<file path="config.mk">
export PLATFORM = sky130hd
export DESIGN_NAME = rgbw_controller
export DESIGN_NICKNAME = d
export VERILOG_FILES = /design/src/hw/rgbw_pkg.sv /design/src/hw/spi_slave.sv /design/src/hw/frame_loader.sv /design/src/hw/seq_mult.sv /design/src/hw/color_scaler.sv /design/src/hw/pwm_gen.sv /design/src/hw/rgbw_controller.sv
export SDC_FILE = /design/constraint.sdc
export NUM_CORES = 1
export LEC_CHECK = 0
export ABC_AREA = 1
export CORE_MARGIN = 1
export CORE_UTILIZATION = 50
export DETAILED_ROUTE_END_ITERATION = 8
export DONT_BUFFER_PORTS = 1
export GPL_TIMING_DRIVEN = 0
export PLACE_DENSITY_LB_ADDON = 0.15
export SYNTH_ARGS = -nofsm -noshare
export SYNTH_HDL_FRONTEND = slang
export SYNTH_HIERARCHICAL = 1
export SYNTH_SLANG_ARGS = --single-unit
</file>
<file path="constraint.sdc">
create_clock -name clk -period 3.8 [get_ports clk]
set_clock_uncertainty 0.1 [all_clocks]
set_input_delay 0.38 -clock clk [delete_from_list [all_inputs] [get_ports clk]]
set_output_delay 0.38 -clock clk [all_outputs]
set_load 0.05 [all_outputs]
</file>
<file path="src/hw/rgbw_pkg.sv">
`default_nettype none

package rgbw_pkg;

    // spi bytes, colour values and duties
    typedef logic [7:0] byte_t;
    // full multiplier product
    typedef logic [15:0] prod_t;

    // bytes in a valid frame
    localparam int FRAME_LEN = 7;
    // byte counter width, room for one past FRAME_LEN
    localparam int BCNT_W = 4;

    // field offsets within the frame
    localparam int IDX_MODE  = 0;
    localparam int IDX_LINT  = 1;
    localparam int IDX_CIDX  = 2;
    localparam int IDX_RED   = 3;
    localparam int IDX_GREEN = 4;
    localparam int IDX_BLUE  = 5;
    localparam int IDX_WHITE = 6;

    // mode byte, anything else turns all channels off
    typedef enum logic [7:0] {
        MODE_DIRECT  = 8'd0,
        MODE_PALETTE = 8'd1
    } mode_e;

    // fixed colours, red green blue white per entry
    localparam byte_t PALETTE [8][4] = '{
        '{8'hFF, 8'h00, 8'h00, 8'h00},
        '{8'h00, 8'hFF, 8'h00, 8'h00},
        '{8'h00, 8'h00, 8'hFF, 8'h00},
        '{8'h00, 8'h00, 8'h00, 8'hFF},
        '{8'hFF, 8'hFF, 8'h00, 8'h00},
        '{8'h00, 8'hFF, 8'hFF, 8'h00},
        '{8'hFF, 8'h00, 8'hFF, 8'h00},
        '{8'hFF, 8'h80, 8'h20, 8'h40}
    };

    // one pwm step every PWM_DIV clocks
    localparam int PWM_DIV   = 4;
    localparam int PWM_PRE_W = $clog2(PWM_DIV);

    // colour scaler fsm
    typedef enum logic [1:0] {
        S_IDLE,
        S_LOAD,
        S_WAIT,
        S_STORE
    } scale_state_e;

endpackage

`default_nettype wire

</file>
<file path="src/hw/spi_slave.sv">
`timescale 1ns/1ps
`default_nettype none

module spi_slave import rgbw_pkg::*; (
    input  logic  clk,
    input  logic  rst_n,
    input  logic  sck,
    input  logic  cs,
    input  logic  mosi,
    output byte_t byte_data,
    output logic  byte_rdy,
    output logic  frame_end
);

    // two sync stages plus one history stage for edges
    logic [2:0] sck_ff;
    logic [2:0] cs_ff;
    logic [1:0] mosi_ff;
    logic [2:0] bit_cnt;
    logic [6:0] shreg;
    logic       sck_rise;
    logic       cs_rise;
    logic       cs_s;
    logic       mosi_s;

    assign cs_s     = cs_ff[1];
    assign mosi_s   = mosi_ff[1];
    assign sck_rise = sck_ff[1] & ~sck_ff[2];
    assign cs_rise  = cs_ff[1] & ~cs_ff[2];

    always_ff @(posedge clk or negedge rst_n) begin
        if (!rst_n) begin
            sck_ff    <= '0;
            // cs idles high, so no false frame end after reset
            cs_ff     <= '1;
            mosi_ff   <= '0;
            bit_cnt   <= '0;
            byte_rdy  <= 1'b0;
            frame_end <= 1'b0;
        end else begin
            sck_ff    <= {sck_ff[1:0], sck};
            cs_ff     <= {cs_ff[1:0], cs};
            mosi_ff   <= {mosi_ff[0], mosi};
            byte_rdy  <= 1'b0;
            frame_end <= cs_rise;
            if (cs_s) begin
                // deselected, restart byte alignment
                bit_cnt <= '0;
            end else if (sck_rise) begin
                bit_cnt <= bit_cnt + 3'd1;
                // eighth bit completes the byte
                if (bit_cnt == 3'd7) begin
                    byte_rdy <= 1'b1;
                end
            end
        end
    end

    // msb first shift, byte latched on the last bit
    always_ff @(posedge clk) begin
        if (!cs_s && sck_rise) begin
            shreg <= {shreg[5:0], mosi_s};
            if (bit_cnt == 3'd7) begin
                byte_data <= {shreg, mosi_s};
            end
        end
    end

    // host keeps cs low well past the last sck edge
    a_rdy_in_frame: assert property (@(posedge clk) disable iff (!rst_n)
        byte_rdy |-> !cs_s);

endmodule

`default_nettype wire

</file>
<file path="src/hw/frame_loader.sv">
`timescale 1ns/1ps
`default_nettype none

module frame_loader import rgbw_pkg::*; (
    input  logic  clk,
    input  logic  rst_n,
    input  byte_t byte_data,
    input  logic  byte_rdy,
    input  logic  frame_end,
    output byte_t mode,
    output byte_t lint,
    output byte_t cidx,
    output byte_t red,
    output byte_t green,
    output byte_t blue,
    output byte_t white,
    output logic  frame_valid
);

    byte_t             buf_q [FRAME_LEN];
    logic [BCNT_W-1:0] cnt;
    logic              full_frame;

    // exactly FRAME_LEN bytes seen since cs fell
    assign full_frame = (cnt == BCNT_W'(FRAME_LEN));

    always_ff @(posedge clk or negedge rst_n) begin
        if (!rst_n) begin
            cnt         <= '0;
            frame_valid <= 1'b0;
        end else begin
            frame_valid <= frame_end && full_frame;
            if (frame_end) begin
                cnt <= '0;
            end else if (byte_rdy && cnt <= BCNT_W'(FRAME_LEN)) begin
                // stops one past FRAME_LEN so long frames stay invalid
                cnt <= cnt + 1'b1;
            end
        end
    end

    always_ff @(posedge clk) begin
        // extra bytes are dropped
        if (byte_rdy && !frame_end && cnt < BCNT_W'(FRAME_LEN)) begin
            buf_q[cnt[2:0]] <= byte_data;
        end
        // fields only move on a good frame
        if (frame_end && full_frame) begin
            mode  <= buf_q[IDX_MODE];
            lint  <= buf_q[IDX_LINT];
            cidx  <= buf_q[IDX_CIDX];
            red   <= buf_q[IDX_RED];
            green <= buf_q[IDX_GREEN];
            blue  <= buf_q[IDX_BLUE];
            white <= buf_q[IDX_WHITE];
        end
    end

    // a byte landing on the frame end cycle would be lost
    a_no_byte_at_end: assert property (@(posedge clk) disable iff (!rst_n)
        frame_end |-> !byte_rdy);

endmodule

`default_nettype wire

</file>
<file path="src/hw/seq_mult.sv">
`timescale 1ns/1ps
`default_nettype none

module seq_mult import rgbw_pkg::*; (
    input  logic  clk,
    input  logic  rst_n,
    input  logic  ld,
    input  byte_t a,
    input  byte_t b,
    output prod_t result,
    output logic  done
);

    logic       busy;
    logic [2:0] step;
    prod_t      a_sh;
    byte_t      b_sh;
    prod_t      acc;

    assign result = acc;

    always_ff @(posedge clk or negedge rst_n) begin
        if (!rst_n) begin
            busy <= 1'b0;
            step <= '0;
            done <= 1'b0;
        end else begin
            done <= 1'b0;
            if (ld) begin
                busy <= 1'b1;
                step <= '0;
            end else if (busy) begin
                step <= step + 3'd1;
                // eight steps, done lands on the ninth cycle after ld
                if (step == 3'd7) begin
                    busy <= 1'b0;
                    done <= 1'b1;
                end
            end
        end
    end

    // one multiplier bit per cycle, lsb first
    always_ff @(posedge clk) begin
        if (ld) begin
            a_sh <= {8'h00, a};
            b_sh <= b;
            acc  <= '0;
        end else if (busy) begin
            if (b_sh[0]) begin
                acc <= acc + a_sh;
            end
            a_sh <= a_sh << 1;
            b_sh <= b_sh >> 1;
        end
    end

    // the scaler waits for done before the next load
    a_no_ld_busy: assert property (@(posedge clk) disable iff (!rst_n)
        ld |-> !busy);

endmodule

`default_nettype wire

</file>
<file path="src/hw/color_scaler.sv">
`timescale 1ns/1ps
`default_nettype none

module color_scaler import rgbw_pkg::*; (
    input  logic  clk,
    input  logic  rst_n,
    input  logic  frame_valid,
    input  byte_t mode,
    input  byte_t lint,
    input  byte_t cidx,
    input  byte_t red,
    input  byte_t green,
    input  byte_t blue,
    input  byte_t white,
    output byte_t mul_a,
    output byte_t mul_b,
    output logic  mul_ld,
    input  prod_t mul_res,
    input  logic  mul_done,
    output byte_t duty_r,
    output byte_t duty_g,
    output byte_t duty_b,
    output byte_t duty_w
);

    scale_state_e state;
    logic [1:0]   ch;
    logic         pending;
    logic         last_store;
    logic         start;
    byte_t        mode_q;
    byte_t        lint_q;
    byte_t        cidx_q;
    byte_t        col_q [4];
    byte_t        duty_q [4];
    byte_t        sel;

    assign last_store = (state == S_STORE) && (ch == 2'd3);
    // fresh run from idle, or a queued frame right after the last channel
    assign start = ((state == S_IDLE) && frame_valid) ||
                   (last_store && (pending || frame_valid));

    // source value for the current channel
    always_comb begin
        case (mode_q)
            MODE_DIRECT:  sel = col_q[ch];
            MODE_PALETTE: sel = PALETTE[cidx_q[2:0]][ch];
            default:      sel = '0;
        endcase
    end

    assign mul_a  = sel;
    assign mul_b  = lint_q;
    assign mul_ld = (state == S_LOAD);

    // frozen copy so a later commit cannot mix into a run
    always_ff @(posedge clk) begin
        if (start) begin
            mode_q   <= mode;
            lint_q   <= lint;
            cidx_q   <= cidx;
            col_q[0] <= red;
            col_q[1] <= green;
            col_q[2] <= blue;
            col_q[3] <= white;
        end
    end

    always_ff @(posedge clk or negedge rst_n) begin
        if (!rst_n) begin
            state   <= S_IDLE;
            ch      <= '0;
            pending <= 1'b0;
        end else begin
            case (state)
                S_IDLE: begin
                    if (frame_valid) begin
                        ch    <= '0;
                        state <= S_LOAD;
                    end
                end
                S_LOAD: state <= S_WAIT;
                S_WAIT: begin
                    if (mul_done) begin
                        state <= S_STORE;
                    end
                end
                S_STORE: begin
                    if (ch != 2'd3) begin
                        ch    <= ch + 2'd1;
                        state <= S_LOAD;
                    end else if (pending || frame_valid) begin
                        ch    <= '0;
                        state <= S_LOAD;
                    end else begin
                        state <= S_IDLE;
                    end
                end
                default: state <= S_IDLE;
            endcase
            // remember a frame that arrives mid run
            if (start) begin
                pending <= 1'b0;
            end else if (frame_valid && state != S_IDLE) begin
                pending <= 1'b1;
            end
        end
    end

    // high byte of source times brightness
    always_ff @(posedge clk or negedge rst_n) begin
        if (!rst_n) begin
            duty_q <= '{default: '0};
        end else if (state == S_STORE) begin
            duty_q[ch] <= mul_res[15:8];
        end
    end

    assign duty_r = duty_q[0];
    assign duty_g = duty_q[1];
    assign duty_b = duty_q[2];
    assign duty_w = duty_q[3];

    // multiplier only finishes a product this fsm asked for
    a_done_in_wait: assert property (@(posedge clk) disable iff (!rst_n)
        mul_done |-> state == S_WAIT);

endmodule

`default_nettype wire

</file>
<file path="src/hw/pwm_gen.sv">
`timescale 1ns/1ps
`default_nettype none

module pwm_gen import rgbw_pkg::*; (
    input  logic       clk,
    input  logic       rst_n,
    input  byte_t      duty_r,
    input  byte_t      duty_g,
    input  byte_t      duty_b,
    input  byte_t      duty_w,
    output logic [3:0] pwm
);

    logic [PWM_PRE_W-1:0] pre;
    logic                 tick;
    logic                 wrap;
    byte_t                cnt;
    byte_t                duty_in [4];
    byte_t                shadow [4];

    assign duty_in[0] = duty_r;
    assign duty_in[1] = duty_g;
    assign duty_in[2] = duty_b;
    assign duty_in[3] = duty_w;

    // prescaler replaces a divided clock
    assign tick = (pre == PWM_PRE_W'(PWM_DIV - 1));
    assign wrap = tick && (cnt == 8'hFF);

    always_ff @(posedge clk or negedge rst_n) begin
        if (!rst_n) begin
            pre    <= '0;
            cnt    <= '0;
            shadow <= '{default: '0};
            pwm    <= '0;
        end else begin
            pre <= tick ? '0 : pre + 1'b1;
            if (tick) begin
                cnt <= cnt + 8'd1;
            end
            // new duties only at period start, no partial pulses
            if (wrap) begin
                shadow <= duty_in;
            end
            // registered compare, duty 0 never goes high
            for (int i = 0; i < 4; i++) begin
                pwm[i] <= (cnt < shadow[i]);
            end
        end
    end

endmodule

`default_nettype wire

</file>
<file path="src/hw/rgbw_controller.sv">
`timescale 1ns/1ps
`default_nettype none

module rgbw_controller import rgbw_pkg::*; (
    input  logic  clk,
    input  logic  rst_n,
    input  logic  ena,
    input  byte_t ui_in,
    input  byte_t uio_in,
    output byte_t uo_out,
    output byte_t uio_out,
    output byte_t uio_oe
);

    byte_t      byte_data;
    logic       byte_rdy;
    logic       frame_end;
    logic       frame_valid;
    byte_t      mode;
    byte_t      lint;
    byte_t      cidx;
    byte_t      red;
    byte_t      green;
    byte_t      blue;
    byte_t      white;
    byte_t      mul_a;
    byte_t      mul_b;
    logic       mul_ld;
    prod_t      mul_res;
    logic       mul_done;
    byte_t      duty_r;
    byte_t      duty_g;
    byte_t      duty_b;
    byte_t      duty_w;
    logic [3:0] pwm;
    logic       unused_pins;

    // spare pads, no function
    assign unused_pins = &{ui_in[7:6], ui_in[2:0], uio_in, 1'b0};

    // bidir pads stay inputs
    assign uio_out = '0;
    assign uio_oe  = '0;

    // red, green, blue, white on the low pins
    assign uo_out[3:0] = pwm;
    assign uo_out[6:4] = '0;
    assign uo_out[7]   = ena;

    spi_slave u_spi (
        .clk       (clk),
        .rst_n     (rst_n),
        .sck       (ui_in[5]),
        .cs        (ui_in[4]),
        .mosi      (ui_in[3]),
        .byte_data (byte_data),
        .byte_rdy  (byte_rdy),
        .frame_end (frame_end)
    );

    frame_loader u_loader (
        .clk         (clk),
        .rst_n       (rst_n),
        .byte_data   (byte_data),
        .byte_rdy    (byte_rdy),
        .frame_end   (frame_end),
        .mode        (mode),
        .lint        (lint),
        .cidx        (cidx),
        .red         (red),
        .green       (green),
        .blue        (blue),
        .white       (white),
        .frame_valid (frame_valid)
    );

    color_scaler u_scaler (
        .clk         (clk),
        .rst_n       (rst_n),
        .frame_valid (frame_valid),
        .mode        (mode),
        .lint        (lint),
        .cidx        (cidx),
        .red         (red),
        .green       (green),
        .blue        (blue),
        .white       (white),
        .mul_a       (mul_a),
        .mul_b       (mul_b),
        .mul_ld      (mul_ld),
        .mul_res     (mul_res),
        .mul_done    (mul_done),
        .duty_r      (duty_r),
        .duty_g      (duty_g),
        .duty_b      (duty_b),
        .duty_w      (duty_w)
    );

    seq_mult u_mult (
        .clk    (clk),
        .rst_n  (rst_n),
        .ld     (mul_ld),
        .a      (mul_a),
        .b      (mul_b),
        .result (mul_res),
        .done   (mul_done)
    );

    pwm_gen u_pwm (
        .clk    (clk),
        .rst_n  (rst_n),
        .duty_r (duty_r),
        .duty_g (duty_g),
        .duty_b (duty_b),
        .duty_w (duty_w),
        .pwm    (pwm)
    );

endmodule

`default_nettype wire

</file>
==> metrics.cfg, run 1 <==
[cells_and_area]
final_core_occ_pct=57.5
n_fill_cell=2223
area.sequential_mm2=0.00866
final_layout_size_suffix_gt1_share_pct=11.4
finalNetCount=1379
footprint_of_the_multi_input_gates_mm2=0.00391
syn_to_final_growth_pct=12.3
antenna_diode_count=0

[worst_setup_path]
critical-path-slowest-cell=sky130_fd_sc_hd__nand2_1
worst_r2r_startpoint=u_scaler/state[1]$_DFFE_PN0P_
cp_top_family=buffers and inverters
critical_path.n_buffers_inverters=4
cp_slowest_stage_delay_ns=0.43
critical_path.startpoint_type=flip-flop
worst-endpoint-required_ns=3.80
worst_setup_path_end_kind=flip-flop
worst-endpoint-arrival_ns=2.38
r2r_slack_ns=1.42
worst-setup-path-type=reg2reg
worstPathMaxFanout=16
crit_start=u_scaler/state[1]$_DFFE_PN0P_
critical_path.cell_chain=inv_1 -> ha_1 -> buf_2 -> inv_1 -> buf_2 -> nand2_1

[grt]
grt.overflow.total=0
global_routing_usage_summed_across_all_routing_layers_pct=18.0
pin_count_of_the_biggest_net_entering_global_routing=107
groute.layer.met1.usage_pct=22.8
globalRoute.busiestLayer=met2
use_met3_pct=2.60
groute.layer.met2.usage_pct=31.7
first_global_vias=7917
global_route_wire_length_before_repair_um=39400
initial_antenna_violation_count=0

[sta]
timing.final.crit_share_pct=62.7
setup_tns_ns=0
final-max-slew-violation-count=0
holdWs_ns=0.245
layout_setup_ws_ns=1.42
timing_hold_violations_final=0
grt_setup_unrepaired=no
achievable-frequency_mhz=420
period_minus_slack_ns=2.38
setup_violating_endpoint_count_in_the_final_report=0
worst_slew_pin_tran_ns=0.860
timing.slew.headroom_pct=42.4

[pwr]
share_clk_of_total_power_pct=44.9
portion_of_total_power_attributed_to_sequential_cells_pct=53.6
cell_internal_pwr_mw=5.37
p_sw_share_pct=19.9
share_of_power_burned_in_combinational_logic_pct=1.4
net-switching-power_mw=1.34
vdd.ir_drop.worst_mv=0.502
powerDensity_mw_per_mm2=446
design_power_total_mw=6.71
leakage_power_nw=6.51

[floorplan]
initial_core_util_pct=51.2
num_io_pins=43
fp.dieArea_mm2=0.0274
core_region_area_mm2=0.0261
chipWidth_um=166
num_rows=59
dieHeight_um=166

[clock_tree]
clockBufferDepth=3
cts_hold_buffers=5
clk_root_buffer_cell=sky130_fd_sc_hd__clkbuf_16
tritoncts_num_sinks=314
cts.repair.resized=0
cts_tree=yes
clk_latency_ns=0.51
cts_inserted_buffers=34
clk_transition_reported_paths_ns=0.06
h_tree_levels=2
postCtsSetupRepairBufs=0

[yosys]
post_synth.cell_area_avg_um2=10.8
cell_area_after_synthesis_mm2=0.0134
synthesis.yosys.warnings=6
synthesis.instances=1235

[detailed_routing]
starting_drc_count_in_detailed_routing=475
wl_per_instance_um=14.5
avgViaCountPerCell=4.93
drtPass1Iterations=6
totalWireLength_um=24000
via_count=8164
drc=6
drt.antenna.violating_nets=0

[placed_design]
place_congestion=0.803
hpwl_um=16800
placement.setup.worst_slack_ns=1.43
buffer_ports.inserted=0

[min_path]
holdCritPathClass=reg2reg
worst_hold_startpoint=u_spi/mosi_ff[0]$_DFF_PN0_

[run]
cap_violations=0

[run_status]
status=complete, but fails checks
failing_checks=design-rule violations

-- area by class of cell --
type / instances / share of cell area (%)
inverter: 137 / 3.42
clock inverter: 14 / 0.574
timing repair buffer: 7 / 0.716
multi-input combinational: 746 / 26.0
tap: 335 / 2.79
sequential: 314 / 57.6
buffer: 56 / 2.53
clock buffer: 46 / 6.30
-- per-layer routing --
layer / up-vias / part of all wire, % / routed length [um]
li1: 4171 / - / -
met1: 3839 / 44 / 10600
met2: 113 / 50 / 12000
met3: 41 / 2.8 / 679
met4: 0 / 2.7 / 646
met5: - / 0 / 0
-- layout by cell type, fill, tap and decap left out, types with 4 or more instances in the layout --
| cell type | n |
|---|---|
| sky130_fd_sc_hd__nand2_1 | 321 |
| sky130_fd_sc_hd__edfxtp_1 | 184 |
| sky130_fd_sc_hd__inv_1 | 126 |
| sky130_fd_sc_hd__dfrtp_1 | 103 |
| sky130_fd_sc_hd__nor2_1 | 93 |
| sky130_fd_sc_hd__o21ai_0 | 79 |
| sky130_fd_sc_hd__ha_1 | 63 |
| sky130_fd_sc_hd__nand3_1 | 41 |
| sky130_fd_sc_hd__clkbuf_16 | 35 |
| sky130_fd_sc_hd__nand4_1 | 35 |
| sky130_fd_sc_hd__a21oi_1 | 27 |
| sky130_fd_sc_hd__dfxtp_1 | 24 |
| sky130_fd_sc_hd__buf_4 | 23 |
| sky130_fd_sc_hd__conb_1 | 19 |
| sky130_fd_sc_hd__buf_2 | 17 |
| sky130_fd_sc_hd__nand2_2 | 16 |
| sky130_fd_sc_hd__clkbuf_1 | 13 |
| sky130_fd_sc_hd__inv_2 | 11 |
| sky130_fd_sc_hd__buf_6 | 8 |
| sky130_fd_sc_hd__xor2_1 | 8 |
| sky130_fd_sc_hd__o22ai_1 | 8 |
| sky130_fd_sc_hd__clkinv_1 | 6 |
| sky130_fd_sc_hd__clkinv_2 | 4 |
| sky130_fd_sc_hd__dlygate4sd3_1 | 4 |
| sky130_fd_sc_hd__o21ai_1 | 4 |
| sky130_fd_sc_hd__nand3_2 | 4 |
| sky130_fd_sc_hd__xnor2_1 | 4 |
-- registers in the layout (all words and copies together) (netlist names), 16 cells and up --
register and cells:
u_loader/buf_q 51, u_pwm/shadow 32, u_scaler/col_q 32, u_mult/a_sh 16, u_mult/result 16
-- final timing paths --
path / cells past startpoint / to
worst min register to register: 0 / u_spi/mosi_ff[1]$_DFF_PN0_
max in group asynchronous: 2 / u_spi/cs_ff[0]$_DFF_PN1_
worst max register to register: 6 / u_mult/a_sh[7]$_DFFE_PP_
worst max-delay path: 6 / u_mult/a_sh[7]$_DFFE_PP_
worst min-delay path: 0 / u_spi/mosi_ff[1]$_DFF_PN0_
min in group asynchronous: 2 / u_scaler/duty_w[7]$_DFFE_PN0P_
-- metrics by stage --
step	cells	cell area, um^2
2_1_floorplan	1253	13500
3_3_place_gp	1588	13900
3_5_place_dp	1590	13900
4_1_cts	1655	15000
5_1_grt	1655	15000
6_report	1655	15000
-- power by group through the flow --
stage / clock, mW / combinational, mW / sequential, mW
global placement: 0 / 0.0673 / 3.66
finish: 3.01 / 0.0972 / 3.60
floorplan: 0 / 0.0659 / 3.66
global route: 3.23 / 0.106 / 3.59
detailed placement: 0 / 0.0680 / 3.66
CTS: 3.11 / 0.0983 / 3.59
Power figures use the tool's default switching activity.
==> run 2: changes to the inputs <==
--- a/config.mk
+++ b/config.mk
@@ -5,7 +5,7 @@
 export SDC_FILE = /design/constraint.sdc
 export NUM_CORES = 1
 export LEC_CHECK = 0
-export ABC_AREA = 1
+export ABC_AREA = 0
 export CORE_MARGIN = 1
 export CORE_UTILIZATION = 50
 export DETAILED_ROUTE_END_ITERATION = 8
==> constraint.sdc (replaced) <==
create_clock -name clk -period 2.2 [get_ports clk]
set_clock_uncertainty 0.1 [all_clocks]
set_input_delay 0.22 -clock clk [delete_from_list [all_inputs] [get_ports clk]]
set_output_delay 0.22 -clock clk [all_outputs]
set_load 0.05 [all_outputs]
==> metrics.cfg, run 2 <==
[cells_and_area]
finalNetCount=1024
layout_commonest_cell=sky130_fd_sc_hd__edfxtp_1
area.sequential_mm2=0.00867
syn_to_final_growth_pct=15.4
antenna_diode_count=0
final_layout_size_suffix_gt1_share_pct=25.2
n_fill_cell=2036
layout_common_cells=sky130_fd_sc_hd__edfxtp_1 (184), sky130_fd_sc_hd__dfrtp_1 (103), sky130_fd_sc_hd__ha_1 (58), sky130_fd_sc_hd__mux2_2 (49), sky130_fd_sc_hd__inv_1 (47)
largest_register_ffs=51
footprint_of_the_multi_input_gates_mm2=0.00432

[detailed_routing]
drc=0
drtPass1Iterations=4
starting_drc_count_in_detailed_routing=325
totalWireLength_um=22400
wl_per_instance_um=17.3
drt.antenna.violating_nets=0
avgViaCountPerCell=5.29
via_count=6871

[placed_design]
place_congestion=0.868
placement.setup.worst_slack_ns=-0.702
hpwl_um=14300
buffer_ports.inserted=0

[grt]
global_routing_usage_summed_across_all_routing_layers_pct=17.3
grt.overflow.total=0
pin_count_of_the_biggest_net_entering_global_routing=107
global_route_wire_length_before_repair_um=35900
initial_antenna_violation_count=0
first_global_vias=6901

[run_status]
failing_checks=negative hold slack, negative setup slack
status=complete, but fails checks

[pwr]
powerDensity_mw_per_mm2=769
share_of_power_burned_in_combinational_logic_pct=1.1
share_clk_of_total_power_pct=45.9
vdd.ir_drop.worst_mv=0.651
leakage_power_nw=6.02
p_sw_share_pct=19.3
net-switching-power_mw=2.27
cell_internal_pwr_mw=9.45
portion_of_total_power_attributed_to_sequential_cells_pct=53.0

[sta]
achievable-frequency_mhz=403
layout_setup_ws_ns=-0.281
setup_violating_endpoint_count_in_the_final_report=5
period_minus_slack_ns=2.48
final-max-slew-violation-count=0
worst_slew_pin_tran_ns=0.646
timing.slew.headroom_pct=56.7
grt_setup_unrepaired=yes
setup_tns_ns=-0.932
timing.final.crit_share_pct=113
holdWs_ns=-0.680
timing_hold_violations_final=106

[floorplan]
initial_core_util_pct=50.8
num_io_pins=43
core_region_area_mm2=0.0260
dieHeight_um=164
num_rows=59
fp.dieArea_mm2=0.0271
chipWidth_um=164

[clock_tree]
clk_latency_ns=0.50
clockBufferDepth=3
clk_root_buffer_cell=sky130_fd_sc_hd__clkbuf_16
clk_transition_reported_paths_ns=0.05
cts_hold_buffers=3
h_tree_levels=2
tritoncts_num_sinks=314
cts_inserted_buffers=35
cts_tree=yes

[yosys]
synthesis.yosys.warnings=6
post_synth.cell_area_avg_um2=15.3
cell_area_after_synthesis_mm2=0.0132
synthesis.instances=864

[worst_setup_path]
r2r.worst_path.cells=7
worst-endpoint-required_ns=2.53
worstPathMaxFanout=2
worst_r2r_startpoint=u_mult/a_sh[0]$_SDFFCE_PN0P_
worst_setup_path_end_kind=flip-flop
r2r_slack_ns=-0.28
worst_r2r_endpoint=u_mult/result[10]$_SDFFE_PP0P_
critical_path.startpoint_type=flip-flop
worst-endpoint-arrival_ns=2.81
worst-setup-path-type=reg2reg

[min_path]
holdCritPathClass=in2async

[run]
cap_violations=0

==> run 2: what timing repair did <==
| action | 4_1_cts | 5_1_grt |
|---|---|---|
| setup endpoints to repair | 179 | 175 |
| cloned | 3 | 1 |
| hold endpoints to repair | 109 | 106 |
| buffers inserted | 7 | 8 |
| gates resized for setup | 40 | 13 |
| pin swaps | 8 | 15 |
==> run 2: layout make-up <==
cell class	instances	area share, %
Inverter	48	1.18
Clock buffer	47	6.38
Buffer	43	2.26
Tap cell	335	2.75
Multi-Input combinational cell	479	28.4
Timing Repair Buffer	20	1.50
Sequential cell	314	56.9
Clock inverter	12	0.616
==> run 2: metrics by stage <==
stage / area [um^2] / utilization [%] / std cells / power, mW
final: 15200 / 58.6 / 1298 / 11.7
after global routing: 15200 / 58.6 / 1298 / 12.1
after CTS: 15000 / 57.8 / 1289 / 11.9
after detailed placement: 13700 / 52.9 / 1219 / 6.45
after global placement: 13700 / 52.7 / 1217 / 6.45
after floorplan: 13300 / - / 882 / 6.44
==> run 2: how the worst max path moves through the flow <==
stage | from | end | slack, ns | depth (start not counted)
4_1_cts | u_mult/a_sh[0]$_SDFFCE_PN0P_ | u_mult/result[10]$_SDFFE_PP0P_ | -0.27 | 7
5_1_grt | u_mult/a_sh[0]$_SDFFCE_PN0P_ | u_mult/result[10]$_SDFFE_PP0P_ | -0.35 | 7
3_5_place_dp | u_scaler/state[1]$_DFFE_PN0P_ | u_mult/b_sh[7]$_SDFFCE_PN0P_ | -0.70 | 7
3_3_place_gp | u_scaler/state[1]$_DFFE_PN0P_ | u_mult/a_sh[5]$_DFFE_PP_ | -0.71 | 7
2_1_floorplan | u_mult/a_sh[0]$_SDFFCE_PN0P_ | u_mult/result[10]$_SDFFE_PP0P_ | -0.16 | 7
6_report | u_mult/a_sh[0]$_SDFFCE_PN0P_ | u_mult/result[10]$_SDFFE_PP0P_ | -0.28 | 7
==> run 2: power groups by stage <==
stage | Combinational [mW] | Sequential [mW] | Clock, mW
after global placement | 0.120 | 6.33 | 0
after floorplan | 0.117 | 6.33 | 0
after CTS | 0.125 | 6.21 | 5.55
after global routing | 0.132 | 6.21 | 5.77
after detailed placement | 0.121 | 6.33 | 0
final | 0.126 | 6.21 | 5.38
==> run 2: worst max-delay path: stages, from the launching register on <==
cell and delay, ns:
sky130_fd_sc_hd__edfxtp_1 0.43, sky130_fd_sc_hd__ha_4 0.19, sky130_fd_sc_hd__fa_2 0.33, sky130_fd_sc_hd__a21o_1 0.21
sky130_fd_sc_hd__a311o_1 0.31, sky130_fd_sc_hd__a2111o_1 0.39, sky130_fd_sc_hd__a2111o_1 0.37, sky130_fd_sc_hd__nand3_1 0.08
==> run 2: per-layer routing <==
layer	vias to the layer above	GRT usage, %	share of wire [%]
met5	-	0	0
met4	0	6.21	2.5
met3	45	2.99	3.0
met2	84	30.3	51
met1	3388	21.6	44
li1	3354	-	-
